File: src/quarter_sine.mem
// quarter sine table, one signed 12-bit sample per line in hex, index 0 to 63
019
04B
07E
0B0
0E2
113
145
177
1A8
1D9
20A
23A
26A
29A
2C9
2F8
326
354
382
3AF
3DB
407
432
45C
486
4AF
4D7
4FF
526
54C
571
596
5B9
5DC
5FD
61E
63E
65D
67B
698
6B4
6CF
6E9
701
719
730
745
759
76D
77F
790
79F
7AE
7BB
7C8
7D3
7DC
7E5
7EC
7F3
7F7
7FB
7FE
7FF

File: src/dds_mod_pkg.sv
package dds_mod_pkg;

   ////////////////////////////////////////////////////////////
   // widths and constants
   ////////////////////////////////////////////////////////////
   localparam int SAMPLE_W   = 12;
   localparam int PHASE_W    = 32;
   localparam int LUT_ADDR_W = 6;     // 64-entry quarter wave
   localparam int LFSR_W     = 5;

   localparam logic [LFSR_W-1:0] LFSR_TAPS = 5'b10100;   // x^5 + x^3 + 1, right shift
   localparam logic [LFSR_W-1:0] LFSR_SEED = 5'b00001;

   localparam int SYMBOL_PERIOD_DEFAULT = 25_000_000;   // one step per second at 25 MHz

   typedef logic signed [SAMPLE_W-1:0] sample_t;
   typedef logic [PHASE_W-1:0]         phase_t;

   localparam sample_t SAMPLE_MAX = 2047;

   ////////////////////////////////////////////////////////////
   // keyboard event codes, bit 7 marks a release
   ////////////////////////////////////////////////////////////
   localparam logic [7:0] SC_MAKE_1      = 8'h16;
   localparam logic [7:0] SC_MAKE_2      = 8'h1e;
   localparam logic [7:0] SC_MAKE_3      = 8'h26;
   localparam logic [7:0] SC_MAKE_4      = 8'h25;
   localparam logic [7:0] SC_MAKE_5      = 8'h2e;
   localparam logic [7:0] SC_MAKE_6      = 8'h36;
   localparam logic [7:0] SC_MAKE_7      = 8'h3d;
   localparam logic [7:0] SC_MAKE_8      = 8'h3e;
   localparam logic [7:0] SC_MAKE_F1     = 8'h05;
   localparam logic [7:0] SC_MAKE_F2     = 8'h06;
   localparam logic [7:0] SC_MAKE_N      = 8'h31;
   localparam logic [7:0] SC_MAKE_M      = 8'h3a;
   localparam logic [7:0] SC_MAKE_SPACE  = 8'h29;
   localparam logic [7:0] SC_MAKE_LEFT   = 8'h6b;   // extended codes, prefix already stripped
   localparam logic [7:0] SC_MAKE_RIGHT  = 8'h74;
   localparam logic [7:0] SC_MAKE_UP     = 8'h75;
   localparam logic [7:0] SC_MAKE_DOWN   = 8'h72;

   localparam logic [7:0] SC_BREAK_1     = SC_MAKE_1 | 8'h80;
   localparam logic [7:0] SC_BREAK_2     = SC_MAKE_2 | 8'h80;
   localparam logic [7:0] SC_BREAK_3     = SC_MAKE_3 | 8'h80;
   localparam logic [7:0] SC_BREAK_4     = SC_MAKE_4 | 8'h80;
   localparam logic [7:0] SC_BREAK_5     = SC_MAKE_5 | 8'h80;
   localparam logic [7:0] SC_BREAK_6     = SC_MAKE_6 | 8'h80;
   localparam logic [7:0] SC_BREAK_7     = SC_MAKE_7 | 8'h80;
   localparam logic [7:0] SC_BREAK_8     = SC_MAKE_8 | 8'h80;
   localparam logic [7:0] SC_BREAK_F1    = SC_MAKE_F1 | 8'h80;
   localparam logic [7:0] SC_BREAK_F2    = SC_MAKE_F2 | 8'h80;
   localparam logic [7:0] SC_BREAK_N     = SC_MAKE_N | 8'h80;
   localparam logic [7:0] SC_BREAK_M     = SC_MAKE_M | 8'h80;
   localparam logic [7:0] SC_BREAK_SPACE = SC_MAKE_SPACE | 8'h80;
   localparam logic [7:0] SC_BREAK_LEFT  = SC_MAKE_LEFT | 8'h80;
   localparam logic [7:0] SC_BREAK_RIGHT = SC_MAKE_RIGHT | 8'h80;
   localparam logic [7:0] SC_BREAK_UP    = SC_MAKE_UP | 8'h80;
   localparam logic [7:0] SC_BREAK_DOWN  = SC_MAKE_DOWN | 8'h80;

   ////////////////////////////////////////////////////////////
   // shared types
   ////////////////////////////////////////////////////////////
   typedef struct packed {
      logic key_1, key_2, key_3, key_4, key_5, key_6, key_7, key_8;
      logic f1, f2, n, m, space;
      logic left, right, up, down;
   } held_keys_t;

   typedef enum logic [1:0] {WAVE_SIN, WAVE_COS, WAVE_SQU, WAVE_SAW} wave_sel_e;
   typedef enum logic [1:0] {MOD_NONE, MOD_ASK, MOD_BPSK} mod_sel_e;

   typedef struct packed {
      wave_sel_e wave;
      mod_sel_e  mode;
   } sel_t;

   // all four samples of one phase, plus the symbol that goes with them
   typedef struct packed {
      sample_t sin;
      sample_t cos;
      sample_t squ;
      sample_t saw;
      logic    symbol;
   } wave_set_t;

endpackage

File: src/scan_code_decoder.sv
`timescale 1ns/1ps
module scan_code_decoder (
   input  logic                   CLK_25MHZ,
   input  logic                   reset_from_key,
   input  logic                   event_ready,
   input  logic [7:0]             event_type,
   output dds_mod_pkg::held_keys_t held_keys,
   output dds_mod_pkg::sel_t       sel
);
   import dds_mod_pkg::*;

   held_keys_t keys_next;
   sel_t       sel_next;

   // one flag per key, only touched on a strobe
   always_comb
   begin
      keys_next = held_keys;
      if (event_ready)
      begin
         case (event_type)
            SC_MAKE_1:      keys_next.key_1 = 1'b1;
            SC_BREAK_1:     keys_next.key_1 = 1'b0;
            SC_MAKE_2:      keys_next.key_2 = 1'b1;
            SC_BREAK_2:     keys_next.key_2 = 1'b0;
            SC_MAKE_3:      keys_next.key_3 = 1'b1;
            SC_BREAK_3:     keys_next.key_3 = 1'b0;
            SC_MAKE_4:      keys_next.key_4 = 1'b1;
            SC_BREAK_4:     keys_next.key_4 = 1'b0;
            SC_MAKE_5:      keys_next.key_5 = 1'b1;
            SC_BREAK_5:     keys_next.key_5 = 1'b0;
            SC_MAKE_6:      keys_next.key_6 = 1'b1;
            SC_BREAK_6:     keys_next.key_6 = 1'b0;
            SC_MAKE_7:      keys_next.key_7 = 1'b1;
            SC_BREAK_7:     keys_next.key_7 = 1'b0;
            SC_MAKE_8:      keys_next.key_8 = 1'b1;
            SC_BREAK_8:     keys_next.key_8 = 1'b0;
            SC_MAKE_F1:     keys_next.f1 = 1'b1;
            SC_BREAK_F1:    keys_next.f1 = 1'b0;
            SC_MAKE_F2:     keys_next.f2 = 1'b1;
            SC_BREAK_F2:    keys_next.f2 = 1'b0;
            SC_MAKE_N:      keys_next.n = 1'b1;
            SC_BREAK_N:     keys_next.n = 1'b0;
            SC_MAKE_M:      keys_next.m = 1'b1;
            SC_BREAK_M:     keys_next.m = 1'b0;
            SC_MAKE_SPACE:  keys_next.space = 1'b1;
            SC_BREAK_SPACE: keys_next.space = 1'b0;
            SC_MAKE_LEFT:   keys_next.left = 1'b1;
            SC_BREAK_LEFT:  keys_next.left = 1'b0;
            SC_MAKE_RIGHT:  keys_next.right = 1'b1;
            SC_BREAK_RIGHT: keys_next.right = 1'b0;
            SC_MAKE_UP:     keys_next.up = 1'b1;
            SC_BREAK_UP:    keys_next.up = 1'b0;
            SC_MAKE_DOWN:   keys_next.down = 1'b1;
            SC_BREAK_DOWN:  keys_next.down = 1'b0;
            default:        keys_next = held_keys;   // unused code
         endcase
      end
   end

   // lowest held number key wins, F1 over F2
   always_comb
   begin
      if (keys_next.key_1)      sel_next.wave = WAVE_SIN;
      else if (keys_next.key_2) sel_next.wave = WAVE_COS;
      else if (keys_next.key_3) sel_next.wave = WAVE_SQU;
      else if (keys_next.key_4) sel_next.wave = WAVE_SAW;
      else                      sel_next.wave = WAVE_SIN;
      if (keys_next.f1)         sel_next.mode = MOD_ASK;
      else if (keys_next.f2)    sel_next.mode = MOD_BPSK;
      else                      sel_next.mode = MOD_NONE;
   end

   always_ff @(posedge CLK_25MHZ)
   begin
      if (reset_from_key)
      begin
         held_keys <= '0;
         sel       <= '{wave: WAVE_SIN, mode: MOD_NONE};
      end
      else
      begin
         held_keys <= keys_next;
         sel       <= sel_next;   // same clock as the flags
      end
   end

endmodule

File: src/lfsr_symbol_gen.sv
`timescale 1ns/1ps
module lfsr_symbol_gen #(
   parameter int symbol_period = dds_mod_pkg::SYMBOL_PERIOD_DEFAULT
) (
   input  logic CLK_25MHZ,
   input  logic reset_from_key,
   output logic symbol
);
   import dds_mod_pkg::*;

   logic [31:0]       tick_cnt;
   logic              step;
   logic [LFSR_W-1:0] lfsr;

   ////////////////////////////////////////////////////////////
   // step enable, replaces the old 1 Hz clock
   ////////////////////////////////////////////////////////////
   assign step = (tick_cnt == 32'(symbol_period - 1));

   always_ff @(posedge CLK_25MHZ)
   begin
      if (reset_from_key)
      begin
         tick_cnt <= '0;
      end
      else if (step)
      begin
         tick_cnt <= '0;   // wrap
      end
      else
      begin
         tick_cnt <= tick_cnt + 32'd1;
      end
   end

   ////////////////////////////////////////////////////////////
   // galois lfsr, shift right and fold taps back in
   ////////////////////////////////////////////////////////////
   always_ff @(posedge CLK_25MHZ)
   begin
      if (reset_from_key)
      begin
         lfsr <= LFSR_SEED;
      end
      else if (step)
      begin
         lfsr <= (lfsr >> 1) ^ (lfsr[0] ? LFSR_TAPS : '0);
      end
   end

   assign symbol = lfsr[0];

endmodule

File: src/dds_waveform_gen.sv
`timescale 1ns/1ps
module dds_waveform_gen (
   input  logic                  CLK_25MHZ,
   input  logic                  reset_from_key,
   input  dds_mod_pkg::phase_t    phase_inc,
   input  logic                  symbol,
   output dds_mod_pkg::wave_set_t wave_set
);
   import dds_mod_pkg::*;

   phase_t  phase_q;
   logic    symbol_q;      // stays beside the phase it belongs to
   sample_t quarter_rom [0:(1 << LUT_ADDR_W) - 1];

   logic [LUT_ADDR_W+1:0] sin_idx;
   logic [LUT_ADDR_W+1:0] cos_idx;
   wave_set_t             wave_next;

   initial
   begin
      $readmemh("/design/src/quarter_sine.mem", quarter_rom);
   end

   // full-circle lookup from one quadrant
   function automatic sample_t sine_of(input logic [LUT_ADDR_W+1:0] idx);
      logic [1:0]            quad;
      logic [LUT_ADDR_W-1:0] addr;
      sample_t               mag;
      quad = idx[LUT_ADDR_W+1:LUT_ADDR_W];
      addr = quad[0] ? ~idx[LUT_ADDR_W-1:0] : idx[LUT_ADDR_W-1:0];   // 63 - index
      mag  = quarter_rom[addr];
      return quad[1] ? -mag : mag;   // lower half of the circle
   endfunction

   ////////////////////////////////////////////////////////////
   // phase accumulator
   ////////////////////////////////////////////////////////////
   always_ff @(posedge CLK_25MHZ)
   begin
      if (reset_from_key)
      begin
         phase_q  <= '0;
         symbol_q <= 1'b0;
      end
      else
      begin
         phase_q  <= phase_q + phase_inc;   // wraps mod 2^32
         symbol_q <= symbol;
      end
   end

   ////////////////////////////////////////////////////////////
   // waveforms from the current phase
   ////////////////////////////////////////////////////////////
   assign sin_idx = phase_q[PHASE_W-1 -: LUT_ADDR_W+2];
   assign cos_idx = sin_idx + {2'b01, {LUT_ADDR_W{1'b0}}};   // quarter turn ahead

   always_comb
   begin
      wave_next.sin    = sine_of(sin_idx);
      wave_next.cos    = sine_of(cos_idx);
      wave_next.squ    = phase_q[PHASE_W-1] ? -SAMPLE_MAX : SAMPLE_MAX;
      // offset binary ramp turned into two's complement
      wave_next.saw    = {~phase_q[PHASE_W-1], phase_q[PHASE_W-2 -: SAMPLE_W-1]};
      wave_next.symbol = symbol_q;
   end

   always_ff @(posedge CLK_25MHZ)
   begin
      if (reset_from_key)
      begin
         wave_set <= '0;
      end
      else
      begin
         wave_set <= wave_next;
      end
   end

endmodule

File: src/modulation_unit.sv
`timescale 1ns/1ps
module modulation_unit (
   input  logic                  CLK_25MHZ,
   input  logic                  reset_from_key,
   input  dds_mod_pkg::wave_set_t wave_set,
   input  dds_mod_pkg::sel_t      sel,
   output dds_mod_pkg::sample_t   mod_sample
);
   import dds_mod_pkg::*;

   sample_t picked;
   sample_t shaped;

   // waveform pick
   always_comb
   begin
      case (sel.wave)
         WAVE_SIN: picked = wave_set.sin;
         WAVE_COS: picked = wave_set.cos;
         WAVE_SQU: picked = wave_set.squ;
         WAVE_SAW: picked = wave_set.saw;
         default:  picked = wave_set.sin;
      endcase
   end

   ////////////////////////////////////////////////////////////
   // ask gates on symbol 0, bpsk flips the sign
   ////////////////////////////////////////////////////////////
   always_comb
   begin
      case (sel.mode)
         MOD_ASK:
         begin
            shaped = wave_set.symbol ? picked : '0;
         end
         MOD_BPSK:
         begin
            shaped = wave_set.symbol ? picked : -picked;
         end
         default:
         begin
            shaped = picked;   // carrier only
         end
      endcase
   end

   always_ff @(posedge CLK_25MHZ)
   begin
      if (reset_from_key)
      begin
         mod_sample <= '0;
      end
      else
      begin
         mod_sample <= shaped;
      end
   end

endmodule

File: src/dds_mod_top.sv
`timescale 1ns/1ps
module dds_mod_top #(
   parameter int symbol_period = dds_mod_pkg::SYMBOL_PERIOD_DEFAULT
) (
   input  logic                   CLK_25MHZ,
   input  logic                   reset_from_key,
   input  logic                   event_ready,
   input  logic [7:0]             event_type,
   input  dds_mod_pkg::phase_t     phase_inc,
   output dds_mod_pkg::held_keys_t held_keys,
   output dds_mod_pkg::sample_t    mod_sample
);
   import dds_mod_pkg::*;

   sel_t      sel;
   logic      symbol;
   wave_set_t wave_set;

   ////////////////////////////////////////////////////////////
   // decode, generate, modulate
   ////////////////////////////////////////////////////////////
   scan_code_decoder decoder_inst (
      .CLK_25MHZ      (CLK_25MHZ),
      .reset_from_key (reset_from_key),
      .event_ready    (event_ready),
      .event_type     (event_type),
      .held_keys      (held_keys),
      .sel            (sel)
   );

   lfsr_symbol_gen #(.symbol_period(symbol_period)) lfsr_inst (
      .CLK_25MHZ      (CLK_25MHZ),
      .reset_from_key (reset_from_key),
      .symbol         (symbol)
   );

   dds_waveform_gen dds_inst (
      .CLK_25MHZ      (CLK_25MHZ),
      .reset_from_key (reset_from_key),
      .phase_inc      (phase_inc),
      .symbol         (symbol),
      .wave_set       (wave_set)
   );

   modulation_unit mod_inst (
      .CLK_25MHZ      (CLK_25MHZ),
      .reset_from_key (reset_from_key),
      .wave_set       (wave_set),
      .sel            (sel),
      .mod_sample     (mod_sample)   // two clocks behind the phase
   );

endmodule

File: config.mk
export PLATFORM = sky130hd
export DESIGN_NAME = dds_mod_top
export DESIGN_NICKNAME = d
export VERILOG_FILES = /design/src/dds_mod_pkg.sv /design/src/scan_code_decoder.sv /design/src/lfsr_symbol_gen.sv /design/src/dds_waveform_gen.sv /design/src/modulation_unit.sv /design/src/dds_mod_top.sv
export SDC_FILE = /design/constraint.sdc
export NUM_CORES = 1
export LEC_CHECK = 0
export BUFFER_PORTS_ARGS = -buffer_cell sky130_fd_sc_hd__buf_2
export CORE_MARGIN = 2
export CORE_UTILIZATION = 45
export DETAILED_ROUTE_END_ITERATION = 8
export GPL_TIMING_DRIVEN = 0
export PLACE_DENSITY = 0.7
export SYNTH_ARGS = -nofsm -noshare
export SYNTH_HDL_FRONTEND = slang
export SYNTH_HIERARCHICAL = 1
export SYNTH_SLANG_ARGS = --single-unit
File: constraint.sdc
create_clock -name CLK_25MHZ -period 3 [get_ports CLK_25MHZ]
set_input_delay 0.3 -clock CLK_25MHZ [delete_from_list [all_inputs] [get_ports CLK_25MHZ]]
set_output_delay 0.3 -clock CLK_25MHZ [all_outputs]
set_load 0.02 [all_outputs]
; Word level (Yosys, flattened, before mapping)
; Cells that the tools add are included.
[totals]
reg_bits = 152
inputBits = 43
word_cells = 137
[op_classes]
add_sub_neg = 6
eq_ne = 40
n_mux = 31
bitwise_logic = 2
n_reduce_logical = 27
[ops]
columns = op, count
row1 = "equality test 8 bit, second input constant", 17
row2 = "equality test 8 x 6 -> 1 bit, second input constant", 9
row3 = two-way mux 12 bit, 5
row4 = one-hot mux 12 bit (4 select lines), 1
row5 = one-hot mux 1 bit (2 select lines), 17
row6 = "adder 32 x 1 -> 32 bit, second input constant", 1
row7 = adder 32 bit, 1
row8 = "equality test 32 x 25 -> 1 bit, second input constant", 1
row9 = "equality test 8 x 7 -> 1 bit, second input constant", 4
row10 = "negation 12 bit, first input constant", 2
row11 = one-hot mux 12 bit (2 select lines), 1
row12 = AND reduction 2 bit, 11
row13 = nonzero test 2 bit, 11
row14 = two-way mux 17 bit, 1
row15 = "equality test 8 x 3 -> 1 bit, second input constant", 2
row16 = "equality test 8 x 5 -> 1 bit, second input constant", 2
row17 = negation 12 bit, 1
row18 = "adder 8 x 7 -> 8 bit, second input constant", 1
row19 = "equality test 2 bit, second input constant", 3
row20 = two-way mux 2 bit, 3
row21 = OR reduction 2 bit, 3
row22 = two-way mux 5 bit, 1
row23 = bitwise XOR 4 x 5 -> 5 bit, 1
row24 = "equality test 2 x 1 -> 1 bit, second input constant", 2
row25 = 4 further kinds, 5

; Logic depth before layout (Yosys ltp)
; Gate-level depths: netlist of the first run.
[logic_depth]
depth_word = 6
ltp_mapped = 9
mapped_depth_nobuf = 9

; By module
; Netlist of the first run, hierarchy kept.
[by_module_without_submodules]
columns = mod, n_inst, cells_each, area_each_um2
row1 = dds_waveform_gen, 1, 381, 3173.0
row2 = lfsr_symbol_gen, 1, 228, 1885.6
row3 = modulation_unit, 1, 106, 1043.5
row4 = scan_code_decoder, 1, 99, 983.4

; Worst setup path after synthesis of the first run
; No wires, ideal clock.
[synth_timing]
kind = input-to-reg
from = input phase_inc[0]
to = register dds_inst.phase_q[24]
arrival_ns = 2.367
required_time_ns = 2.872
slack_ns = 0.505
cell_stages = 9
cell_sequence = ha_1 -> fa_1 -> a21o_1 -> a221oi_2 -> a2bb2oi_1 -> o221ai_1 -> a311oi_2 -> xor2_1 -> nor2_1
[synth_between]
elab_chain_len = 1
[synth_lines]
columns = element, line_no
row1 = start: declaration, dds_mod_top.sv:9  ; input dds_mod_pkg::phase_t phase_inc,
row2 = adder 32 bit, dds_waveform_gen.sv:47  ; phase_q <= phase_q + phase_inc;
row3 = end signal: assignment, dds_waveform_gen.sv:47
row4 = end: declaration, dds_waveform_gen.sv:11  ; phase_t phase_q;
; No other way between the ends.
; A chain may end at the register's enable or synchronous reset.

; Worst setup path after layout of the first run
[layout_timing]
from = register dds_inst.phase_q[0]
to = register dds_inst.phase_q[24]
[layout_between]
elab_chain_len = 1
[layout_lines]
columns = element, line_no
row1 = adder 32 bit, dds_waveform_gen.sv:47
; No other way between the ends.

==> impl_metrics.csv, run 1 <==
group,metric,value,unit
status,outcome,"finished, final reports clean",
worst_setup_path,critPathMaxFanout,4,
routing,detail_route.iter0.violations,335,
routing,drt_first_pass_iters,6,
synth,synth.avg_cell_area,8.705,sq um
worst_setup_path,timing.critical_path.from_type,"flop",
power,maximum_vdd_ir_drop,0.5496,mV
timing,fmax,355.9,MHz
clock_network,post_cts_resized,0,
clock_network,num_clock_sinks,117,
cells_and_area,antenna_cells,0,
power,power_report.internal_total,0.003979,W
routing,avgViaCountPerCell,5.381,
min_path,min_path_type,"input port to flop",
clock_network,tritoncts,"done",
timing,tns,0,ns
job,cap_violations,0,
clock_network,cts_max_path_buffers,2,
synth,yosysUniqueCellTypes,78,
power,power.switching_fraction,33.70,%
floorplan,floorplan.core_area,15310,sq um
timing,grt_setup_unrepaired,"no",
clock_network,cts-buffers-inserted,17,
synth,netlist_instances,814,
floorplan,ios,72,
clock_network,post_cts_repair_timing_setup_buffer_count,0,
floorplan,dieArea,16770,sq um
cells_and_area,post_route_cells_drive_above_1_share,19.57,%
timing,report.final.hold_viol_count,0,
clock_network,clock_insertion_delay_worst_skew,0.42,ns
timing,finalMaxSlewViolations,0,
global_routing,number_of_global_route_vias_before_repair,5627,
global_routing,grt_start_max_net_pins,17,
timing,timing.max_slew.rel_slack,50.14,%
routing,drtAntennaViolNets,0,
floorplan,die_x,129.5,um
place,port_buffers,71,
synth,synth_top_area_share,33.06,%
synth,synth_top_flop_cell,"sky130_fd_sc_hd__dfxtp_1",
power,power.sequential.fraction,31.7,%
global_routing,antenna_found_initial,1,
cells_and_area,finalNetCount,1006,
worst_setup_path,cp_data_required_time,3.29,ns
synth,yosysWarnings,6,
power,share_clk_of_total_power,34.6,%
synth,synth_seq_cells,117,
synth,ys_async_sr_fraction,0,%
timing,finalClockSkew,0.006787,ns
routing,post-route-drc-count,0,
cells_and_area,final_core_utilization,54.91,%
power,combinationalPowerShare,33.7,%
power,leakagePower,3.340,nW
global_routing,grt_overflow,0,
clock_network,post_cts_hold_buffer_count,0,
timing,hold_ws,0.1898,ns
clock_network,clk_transition_reported_paths,0.06,ns
global_routing,grt_util_all_layers,19.62,%
worst_setup_path,setup.worst_path.class,"flop to flop",
power,power_dissipated_by_switching_net_loads,0.002023,W
worst_setup_path,end_kind,"flop",
place,hpwlAfterDp,11450,um
clock_network,clock_tree.root_cell,"sky130_fd_sc_hd__clkbuf_16",
synth,yosysTopAreaCell,"sky130_fd_sc_hd__dfxtp_1",
routing,drt_wl_total,15870,um
synth,portion_of_the_post_synthesis_area_used_by_sequential_elements,33.06,%
routing,wl_per_cell,13.79,um
routing,routed-via-count,6193,
floorplan,die_height,129.5,um
synth,netlist_area,7086,sq um
timing,min_period_over_period,93.67,%
floorplan,start_util,46.27,%
timing,setup_violations,0,
synth,post_synth_edffs,0,
cells_and_area,syn_to_final_growth,18.68,%
synth,synth.top_cells.by_area,"sky130_fd_sc_hd__dfxtp_1, sky130_fd_sc_hd__ha_1, sky130_fd_sc_hd__a21oi_1",
cells_and_area,n_fill_cell,1440,
floorplan,core.rowCount,45,
worst_setup_path,rr_worst_depth,9,
clock_network,cts-htree-levels,4,
worst_setup_path,worstPathArrival,3.10,ns
global_routing,wire_length_of_the_first_global_routing_pass,26480,um
timing,transition_time_at_the_pin_with_the_least_slew_margin,0.7435,ns
place,finalWeightedCongestion,0.8707,
timing,period_minus_slack,2.810,ns
power,pwr_density_cell,713.7,nW/um^2
min_path,worstHoldPathCells,2,
[per-layer routing]
layer  track usage, %  routed length (um)
met3            5.656                 828
met1            24.66                7319
met4            6.768                 217
met2            32.35                7505
met5                0                   0
[area by class of cell]
class	instances	area (sq um)	area share (%)
tap	211	264.0	3.139
buffer	70	417.9	4.969
multi-input combinational	625	4329	51.48
clock buffer	17	425.4	5.059
inverter	25	93.84	1.116
timing repair buffer	71	355.3	4.226
sequential	117	2342	27.85
clock inverter	15	181.4	2.157
[power by group through the flow]
stage | registers [W] | clock network, W | logic (W)
global route | 0.00193 | 0.00221 | 0.00226
floorplan | 0.00191 | 0 | 0.00159
finish | 0.00190 | 0.00208 | 0.00202
detailed placement | 0.00193 | 0 | 0.00197
global placement | 0.00193 | 0 | 0.00194
CTS | 0.00190 | 0.00213 | 0.00199
[layout by cell type (no fill, tap or decap), types with 6 or more instances in the layout]
master	netlist	routed
sky130_fd_sc_hd__a21o_1	13	13
sky130_fd_sc_hd__nand3_1	28	28
sky130_fd_sc_hd__a21oi_1	64	64
sky130_fd_sc_hd__nor4_1	12	12
sky130_fd_sc_hd__o211ai_1	6	6
sky130_fd_sc_hd__or3_1	9	9
sky130_fd_sc_hd__dfxtp_1	117	117
sky130_fd_sc_hd__clkbuf_16	0	17
sky130_fd_sc_hd__nor2_1	83	83
sky130_fd_sc_hd__xnor2_1	25	25
sky130_fd_sc_hd__nand2b_1	9	9
sky130_fd_sc_hd__nor3_1	21	21
sky130_fd_sc_hd__a211oi_1	14	14
sky130_fd_sc_hd__buf_4	35	35
sky130_fd_sc_hd__or4_1	9	9
sky130_fd_sc_hd__xor2_1	17	17
sky130_fd_sc_hd__nor2b_1	22	22
sky130_fd_sc_hd__and3_1	7	7
sky130_fd_sc_hd__conb_1	1	24
sky130_fd_sc_hd__o21ai_0	27	27
sky130_fd_sc_hd__mux4_2	10	10
sky130_fd_sc_hd__buf_2	6	77
sky130_fd_sc_hd__nand2_1	55	55
sky130_fd_sc_hd__inv_1	24	24
sky130_fd_sc_hd__a311oi_1	6	6
sky130_fd_sc_hd__o31ai_1	10	10
sky130_fd_sc_hd__mux2i_1	10	10
sky130_fd_sc_hd__nand4_1	19	19
sky130_fd_sc_hd__clkbuf_1	25	25
sky130_fd_sc_hd__ha_1	35	35
[state kept, by name, summed over array words and instances, names as in the netlist]
register                count
lfsr_inst/tick_cnt         32
dds_inst/phase_q           32
decoder_inst/held_keys     17
mod_inst/mod_sample        12
decoder_inst/sel            3
dds_inst/symbol_q           1
lfsr_inst/lfsr              5
dds_inst/wave_set          15
[through the flow]
| step | instances | worst slack, ns | instance area, sq um | power, W |
|---|---|---|---|---|
| after detailed placement | 1119 | 0.005711 | 7791 | 0.003904 |
| after floorplan | 837 | 0.5054 | 7172 | 0.003503 |
| after global routing | 1151 | 0.03975 | 8409 | 0.006396 |
| after CTS | 1151 | 0.1232 | 8398 | 0.006023 |
| final | 1151 | 0.1900 | 8409 | 0.006002 |
| after global placement | 1119 | -0.01642 | 7791 | 0.003870 |
[synthesized netlist by cell type (6+ instances only)]
library cell / count
sky130_fd_sc_hd__a21oi_1: 64
sky130_fd_sc_hd__nor4_1: 12
sky130_fd_sc_hd__a21o_1: 13
sky130_fd_sc_hd__xnor2_1: 25
sky130_fd_sc_hd__ha_1: 35
sky130_fd_sc_hd__buf_2: 6
sky130_fd_sc_hd__a311oi_1: 6
sky130_fd_sc_hd__buf_4: 35
sky130_fd_sc_hd__or4_1: 9
sky130_fd_sc_hd__nor2_1: 83
sky130_fd_sc_hd__mux2i_1: 10
sky130_fd_sc_hd__or3_1: 9
sky130_fd_sc_hd__clkbuf_1: 25
sky130_fd_sc_hd__nand2b_1: 9
sky130_fd_sc_hd__xor2_1: 17
sky130_fd_sc_hd__mux4_2: 10
sky130_fd_sc_hd__nand3_1: 28
sky130_fd_sc_hd__a211oi_1: 14
sky130_fd_sc_hd__o21ai_0: 27
sky130_fd_sc_hd__nor3_1: 21
sky130_fd_sc_hd__o211ai_1: 6
sky130_fd_sc_hd__nand2_1: 55
sky130_fd_sc_hd__nor2b_1: 22
sky130_fd_sc_hd__dfxtp_1: 117
sky130_fd_sc_hd__and3_1: 7
sky130_fd_sc_hd__o31ai_1: 10
sky130_fd_sc_hd__nand4_1: 19
sky130_fd_sc_hd__inv_1: 24
[kinds of logic after synthesis]
family | after synthesis | share of synthesized area [%]
and+or+nand+nor | 314 | 24.53
AOI/OAI and AO/OA | 183 | 17.52
DFF | 117 | 33.06
buffers and inverters | 95 | 7.222
xor gates and xnor gates | 42 | 5.192
adders and majority gates | 36 | 6.463
muxes | 26 | 5.969
other | 1 | 0.05292
[worst paths after layout]
check | end | slack [ns] | from
min | decoder_inst/held_keys[3] | 0.19 | event_type[6]
max | dds_inst/phase_q[24] | 0.19 | dds_inst/phase_q[0]
min reg2reg | dds_inst/wave_set[0] | 0.45 | dds_inst/symbol_q
max reg2reg | dds_inst/phase_q[24] | 0.19 | dds_inst/phase_q[0]
[critical path: stages (launching register included)]
cell	delay (ns)
sky130_fd_sc_hd__dfxtp_1	0.30
sky130_fd_sc_hd__ha_1	0.21
sky130_fd_sc_hd__fa_1	0.41
sky130_fd_sc_hd__a21o_1	0.24
sky130_fd_sc_hd__a221oi_4	0.33
sky130_fd_sc_hd__a2bb2oi_1	0.29
sky130_fd_sc_hd__o221ai_1	0.20
sky130_fd_sc_hd__a311oi_2	0.47
sky130_fd_sc_hd__xor2_1	0.18
sky130_fd_sc_hd__nor2_1	0.05
Power figures use the tool's default switching activity.
==> inputs of run 2 (changes only) <==
--- a/config.mk
+++ b/config.mk
@@ -8,8 +8,8 @@
 export BUFFER_PORTS_ARGS = -buffer_cell sky130_fd_sc_hd__buf_2
 export CORE_MARGIN = 2
-export CORE_UTILIZATION = 45
+export CORE_UTILIZATION = 30
 export DETAILED_ROUTE_END_ITERATION = 8
 export GPL_TIMING_DRIVEN = 0
-export PLACE_DENSITY = 0.7
+export PLACE_DENSITY = 0.52
 export SYNTH_ARGS = -nofsm -noshare
 export SYNTH_HDL_FRONTEND = slang
==> constraint.sdc (replaced) <==
create_clock -name CLK_25MHZ -period 3 [get_ports CLK_25MHZ]
set_input_delay 0.3 -clock CLK_25MHZ [delete_from_list [all_inputs] [get_ports CLK_25MHZ]]
set_output_delay 0.3 -clock CLK_25MHZ [all_outputs]
set_load 0.005 [all_outputs]
==> run 2 against run 1 <==
Global-route usage down 5.2 points. Clock-buffer cell count up 1. Total power decreased by 2.6%. Via count shrank 0.63%. Highest routed layer is now met5.
==> impl_metrics.csv, run 2 (same netlist as run 1, synthesis figures left out) <==
group,metric,value,unit
status,outcome,"finished, final reports clean",
cells_and_area,post_route_cells_drive_above_1_share,19.66,%
place,port_buffers,71,
timing,hold_ws,0.1916,ns
cells_and_area,final_core_utilization,36.46,%
power,power.sequential.fraction,32.5,%
power,power_report.internal_total,0.003776,W
cells_and_area,final_common_cell,"sky130_fd_sc_hd__dfxtp_1",
cells_and_area,layout_top_registers,"dds_inst/phase_q (32), lfsr_inst/tick_cnt (32), decoder_inst/held_keys (17)",
timing,final.setup.worst_slack,0.1937,ns
cells_and_area,syn_to_final_growth,20.08,%
routing,drtAntennaViolNets,0,
routing,post-route-drc-count,0,
clock_network,clock_tree.root_cell,"sky130_fd_sc_hd__clkbuf_16",
global_routing,number_of_global_route_vias_before_repair,5823,
place,detailed_place.area,7926,sq um
global_routing,antenna_found_initial,3,
timing,report.final.hold_viol_count,0,
place,hpwlAfterDp,12810,um
routing,avgViaCountPerCell,4.876,
floorplan,floorplan.core_area,23330,sq um
timing,finalClockSkew,0.008480,ns
cells_and_area,layout_common_cells,"sky130_fd_sc_hd__dfxtp_1, sky130_fd_sc_hd__nor2_1, sky130_fd_sc_hd__buf_2",
timing,min_period_over_period,93.54,%
global_routing,grt_start_max_net_pins,17,
floorplan,die_x,157.7,um
global_routing,wire_length_of_the_first_global_routing_pass,28860,um
clock_network,clk_transition_reported_paths,0.06,ns
timing,period_minus_slack,2.806,ns
worst_setup_path,worstPathArrival,3.09,ns
timing,grt_setup_unrepaired,"no",
floorplan,die_height,157.7,um
global_routing,grt_util_all_layers,14.45,%
worst_setup_path,setup.worst_path.class,"flop to flop",
place,preCtsSetupSlack,-0.07982,ns
power,leakagePower,3.321,nW
power,pwr_density_cell,687.1,nW/um^2
global_routing,grt_overflow,0,
timing,setup_violations,0,
floorplan,dieArea,24860,sq um
clock_network,tritoncts,"done",
worst_setup_path,critPathMaxFanout,4,
clock_network,cts-htree-levels,4,
power,power_dissipated_by_switching_net_loads,0.002070,W
routing,detail_route.iter0.violations,355,
worst_setup_path,timing.critical_path.from_type,"flop",
floorplan,ios,72,
routing,wl_per_cell,13.62,um
worst_setup_path,reg2reg_slack,0.19,ns
job,cap_violations,0,
worst_setup_path,end_kind,"flop",
power,share_clk_of_total_power,32.7,%
routing,drt_wl_total,17190,um
cells_and_area,final_cell_area,8508,sq um
worst_setup_path,cp_data_required_time,3.29,ns
power,maximum_vdd_ir_drop,0.3871,mV
place,finalWeightedCongestion,0.8265,
power,combinationalPowerShare,34.8,%
min_path,min_path_type,"input port to flop",
power,power.switching_fraction,35.41,%
clock_network,cts_max_path_buffers,2,
clock_network,num_clock_sinks,117,
routing,routed-via-count,6154,
place,post-place-cells,1227,
timing,fmax,356.3,MHz
floorplan,start_util,30.37,%
routing,drt_first_pass_iters,5,
floorplan,core.rowCount,56,
clock_network,cts-buffers-inserted,17,
timing,transition_time_at_the_pin_with_the_least_slew_margin,0.7230,ns
clock_network,clock_insertion_delay_worst_skew,0.42,ns
timing,timing.max_slew.rel_slack,51.51,%
cells_and_area,finalNonFillerCells,1262,
timing,finalMaxSlewViolations,0,
cells_and_area,finalNetCount,1007,
run 2: cell types whose count changed in the layout (fill, tap and decap cells not counted):
cell | before | now
sky130_fd_sc_hd__diode_2 | 0 | 2
sky130_fd_sc_hd__buf_4 | 35 | 36
sky130_fd_sc_hd__clkinv_2 | 3 | 1
sky130_fd_sc_hd__inv_6 | 2 | 5
sky130_fd_sc_hd__inv_8 | 0 | 1
sky130_fd_sc_hd__clkbuf_8 | 0 | 1
sky130_fd_sc_hd__bufinv_16 | 3 | 0
run 2: final timing paths:
check	endpoint	startpoint	cells after the start
worst min-delay path	decoder_inst/held_keys[3]	event_type[6]	2
worst max register to register	dds_inst/phase_q[24]	dds_inst/phase_q[0]	10
worst max-delay path	dds_inst/phase_q[24]	dds_inst/phase_q[0]	10
worst min register to register	dds_inst/wave_set[0]	dds_inst/symbol_q	1
run 2: power by group through the flow:
stage               clock network [W]  logic [W]  registers, W
finish                        0.00191    0.00204       0.00190
global route                  0.00204    0.00229       0.00193
CTS                           0.00198    0.00200       0.00190
detailed placement                  0    0.00199       0.00193
global placement                    0    0.00198       0.00193
floorplan                           0    0.00159       0.00190
run 2: what timing repair did:
| item | CTS | global route |
|---|---|---|
| hold endpoints to repair | 0 | 0 |
| endpoints found under the setup margin | 0 | 2 |
| gates resized for setup | 0 | 1 |
| buffers inserted | 0 | 1 |
| hold buffers | 0 | 0 |
run 2: cell type report:
cell class,count,area (sq um)
plain buffers,70,417.9
clock buffers,18,439.2
multi-input cells,625,4329
diodes,2,5.005
flip-flops and latches,117,2342
fillers,2423,14820
inverters,25,93.84
well taps,319,399.1
repair buffers,72,362.8
clock inverters,14,118.9
run 2: per-stage QoR:
step | total power [W] | setup TNS, ns
2_1_floorplan | 0.003491 | 0
3_3_place_gp | 0.003910 | -0.2240
3_5_place_dp | 0.003923 | -0.1454
4_1_cts | 0.005886 | 0
5_1_grt | 0.006266 | 0
6_report | 0.005846 | 0
run 2: per-layer routing:
| metal | global-route usage [%] | vias to the layer above | share of wire (%) |
|---|---|---|---|
| met5 | 0 | - | 0.16 |
| met4 | 4.545 | 4 | 1.1 |
| met3 | 3.641 | 17 | 4.7 |
| met2 | 23.25 | 128 | 46 |
| met1 | 18.97 | 2841 | 48 |
| li1 | - | 3164 | - |
run 2: critical path: stages, from the launching register on:
cell and delay (ns):
sky130_fd_sc_hd__dfxtp_1 0.30, sky130_fd_sc_hd__ha_1 0.21, sky130_fd_sc_hd__fa_1 0.42, sky130_fd_sc_hd__a21o_1 0.24
sky130_fd_sc_hd__a221oi_4 0.32, sky130_fd_sc_hd__a2bb2oi_1 0.31, sky130_fd_sc_hd__o221ai_1 0.22, sky130_fd_sc_hd__a311oi_2 0.27
sky130_fd_sc_hd__buf_4 0.17, sky130_fd_sc_hd__xor2_1 0.14, sky130_fd_sc_hd__nor2_1 0.05
==> inputs of run 3 (changes only) <==
Settings changed: CTS_CLUSTER_DIAMETER set to 100, PLACE_DENSITY 0.52 to 0.53, SYNTH_HIERARCHICAL 1 to unset.
==> run 3 against run 2 <==
Worst setup slack better by 0.10 ns. Critical path depth up 1. Total power up 0.66%. Utilization increased by 0.93 points. Area after synthesis down 12%. Highest routed layer unchanged. Non-clock buffer count shrank 42. Synthesized cell count shrank 6.6%. Register-to-register slack better by 0.10 ns. Flip-flop and latch count is the same. Via count fell by 11%. First-iteration DRC count decreased by 20%. Sequential power about the same.
==> impl_metrics.csv, run 3 <==
group,metric,value,unit
worst_setup_path,timing.critical_path.from_type,"flop",
place,finalWeightedCongestion,0.8377,
timing,fmax,370.1,MHz
place,hpwlAfterDp,11570,um
timing,hold_ws,0.2269,ns
power,leakagePower,3.114,nW
timing,setup_violations,0,
synth,yosysUniqueCellTypes,62,
synth,synth.avg_cell_area,8.225,sq um
clock_network,post_cts_repair_timing_setup_buffer_count,0,
synth,yosysTopAreaCell,"sky130_fd_sc_hd__dfxtp_1",
timing,min_period_over_period,90.07,%
clock_network,tritoncts,"done",
synth,synth_top_area_share,37.47,%
floorplan,floorplan.core_area,20360,sq um
routing,routed-via-count,5467,
floorplan,ios,72,
place,preCtsSetupSlack,0.004768,ns
synth,synth_seq_cells,117,
global_routing,grt_util_all_layers,14.39,%
routing,post-route-drc-count,0,
power,pwr_density_cell,772.7,nW/um^2
synth,netlist_instances,760,
global_routing,antenna_found_initial,1,
floorplan,die_height,148.4,um
global_routing,wire_length_of_the_first_global_routing_pass,25160,um
floorplan,core.rowCount,52,
timing,grt_setup_unrepaired,"no",
cells_and_area,n_fill_cell,2108,
synth,portion_of_the_post_synthesis_area_used_by_sequential_elements,37.47,%
synth,yosysWarnings,0,
floorplan,dieArea,22010,sq um
synth,syn-num-nets,839,
routing,avgViaCountPerCell,4.834,
global_routing,grt_overflow,0,
synth,post_synth_edffs,0,
cells_and_area,finalNetCount,927,
routing,wl_per_cell,13.53,um
worst_setup_path,critPathMaxFanout,10,
power,power_report.internal_total,0.004110,W
clock_network,cts-htree-levels,4,
global_routing,grt_start_max_net_pins,17,
synth,netlist_area,6251,sq um
routing,drt_first_pass_iters,5,
floorplan,start_util,30.70,%
timing,period_minus_slack,2.702,ns
routing,detail_route.iter0.violations,284,
routing,drtAntennaViolNets,0,
cells_and_area,post_route_cells_drive_above_1_share,13.47,%
cells_and_area,antenna_cells,0,
clock_network,clock_tree.root_cell,"sky130_fd_sc_hd__clkbuf_16",
power,power_dissipated_by_switching_net_loads,0.001775,W
timing,finalMaxSlewViolations,0,
worst_setup_path,end_kind,"flop",
synth,synth.top_cells.by_area,"sky130_fd_sc_hd__dfxtp_1, sky130_fd_sc_hd__nor2_1, sky130_fd_sc_hd__ha_1",
job,cap_violations,0,
clock_network,num_clock_sinks,117,
cells_and_area,finalNonFillerCells,1131,
timing,timing.max_slew.rel_slack,55.59,%
routing,drt_wl_total,15300,um
worst_setup_path,setup.worst_path.class,"flop to flop",
worst_setup_path,worstPathArrival,2.98,ns
timing,final.setup.worst_slack,0.2980,ns
clock_network,clk_transition_reported_paths,0.05,ns
clock_network,cts-buffers-inserted,17,
worst_setup_path,timing.critical_path.from,"decoder_inst.sel[2]",
synth,yosysMostFrequentCell,"sky130_fd_sc_hd__nor2_1",
clock_network,clock_insertion_delay_worst_skew,0.41,ns
synth,synth_top_flop_cell,"sky130_fd_sc_hd__dfxtp_1",
power,power.sequential.fraction,32.4,%
cells_and_area,layout_common_cells,"sky130_fd_sc_hd__nor2_1, sky130_fd_sc_hd__dfxtp_1, sky130_fd_sc_hd__buf_2",
cells_and_area,layout_top_registers,"dds_inst.phase_q (32), lfsr_inst.tick_cnt (32), decoder_inst.held_keys (17)",
place,port_buffers,69,
global_routing,number_of_global_route_vias_before_repair,5060,
timing,transition_time_at_the_pin_with_the_least_slew_margin,0.6661,ns
power,share_clk_of_total_power,39.4,%
timing,report.final.hold_viol_count,0,
floorplan,die_x,148.4,um
timing,tns,0,ns
worst_setup_path,cp_data_required_time,3.28,ns
power,combinationalPowerShare,28.2,%
min_path,min_path_type,"input port to flop",
min_path,hold_start,"phase_inc[0]",
timing,finalClockSkew,0.006279,ns
cells_and_area,final_common_cell,"sky130_fd_sc_hd__nor2_1",
cells_and_area,syn_to_final_growth,21.84,%
clock_network,cts_max_path_buffers,2,
status,outcome,"finished, final reports clean",
worst_setup_path,reg2reg_from,"decoder_inst.sel[2]",
place,post-place-cells,1099,
power,maximum_vdd_ir_drop,0.4775,mV
synth,ys_async_sr_fraction,0,%
power,power.switching_fraction,30.16,%
synth,top_cells_by_instance_count_after_synthesis,"sky130_fd_sc_hd__nor2_1, sky130_fd_sc_hd__dfxtp_1, sky130_fd_sc_hd__nand2_1",
==> run 3: cell families (layout without fill, tap and decap cells) <==
kind of cell	after synthesis	count (layout)	share of synthesized area, %
adders and majority gates	36	36	7.326
buffers and inverters	49	150	3.083
and+or+nand+nor	335	335	26.10
xor gates and xnor gates	43	43	6.025
AOI/OAI and AO/OA	157	157	15.99
DFF	117	117	37.47
muxes	23	23	4.003
==> run 3: routing by layer <==
layer	GRT usage (%)	up-vias	share of wire (%)
li1	-	2860	-
met1	19.91	2483	51
met2	21.74	103	43
met3	3.865	19	4.3
met4	4.762	2	1.4
met5	0	-	0.085
==> run 3: worst max-delay path, cell delays in order (launching register included) <==
cell	delay [ns]
sky130_fd_sc_hd__dfxtp_1	0.38
sky130_fd_sc_hd__buf_2	0.24
sky130_fd_sc_hd__clkbuf_2	0.24
sky130_fd_sc_hd__mux2_2	0.36
sky130_fd_sc_hd__nand2_1	0.10
sky130_fd_sc_hd__ha_1	0.22
sky130_fd_sc_hd__o211ai_1	0.14
sky130_fd_sc_hd__nor2b_1	0.22
sky130_fd_sc_hd__a21oi_1	0.11
sky130_fd_sc_hd__mux2_1	0.32
sky130_fd_sc_hd__a22oi_1	0.18
sky130_fd_sc_hd__nor2_1	0.06
==> run 3: through the flow <==
| stage | area [sq um] | util, % | power [W] |
|---|---|---|---|
| 2_1_floorplan | 6251 | - | 0.003202 |
| 3_3_place_gp | 6934 | 34.05 | 0.003585 |
| 3_5_place_dp | 6934 | 34.05 | 0.003582 |
| 4_1_cts | 7614 | 37.39 | 0.005939 |
| 5_1_grt | 7616 | 37.40 | 0.006272 |
| 6_report | 7616 | 37.40 | 0.005885 |
==> run 3: what timing repair did <==
action	4_1_cts	5_1_grt
hold buffers	0	0
hold endpoints to repair	0	0
setup endpoints to repair	0	2
gates resized for setup	0	3
==> run 3: area by class of cell <==
| type | count | area (sq um) | area share, % |
|---|---|---|---|
| tap | 270 | 337.8 | 4.436 |
| sequential | 117 | 2342 | 30.75 |
| timing repair buffer | 69 | 345.3 | 4.534 |
| clock buffer | 25 | 515.5 | 6.769 |
| multi-input combinational | 594 | 3716 | 48.79 |
| inverter | 18 | 67.56 | 0.8871 |
| buffer | 31 | 127.6 | 1.676 |
| clock inverter | 7 | 163.9 | 2.152 |
==> run 3: final timing paths <==
check	to	slack (ns)	cells after the start
max	mod_inst.mod_sample[10]	0.30	11
min	dds_inst.phase_q[0]	0.23	3
max reg2reg	mod_inst.mod_sample[10]	0.30	11
min reg2reg	lfsr_inst.lfsr[4]	0.45	2
==> run 3: power groups by stage <==
stage | registers (W) | logic (W) | clock network, W
2_1_floorplan | 0.00189 | 0.00132 | 0
3_3_place_gp | 0.00194 | 0.00165 | 0
3_5_place_dp | 0.00194 | 0.00165 | 0
4_1_cts | 0.00191 | 0.00166 | 0.00237
5_1_grt | 0.00193 | 0.00189 | 0.00245
6_report | 0.00191 | 0.00166 | 0.00232
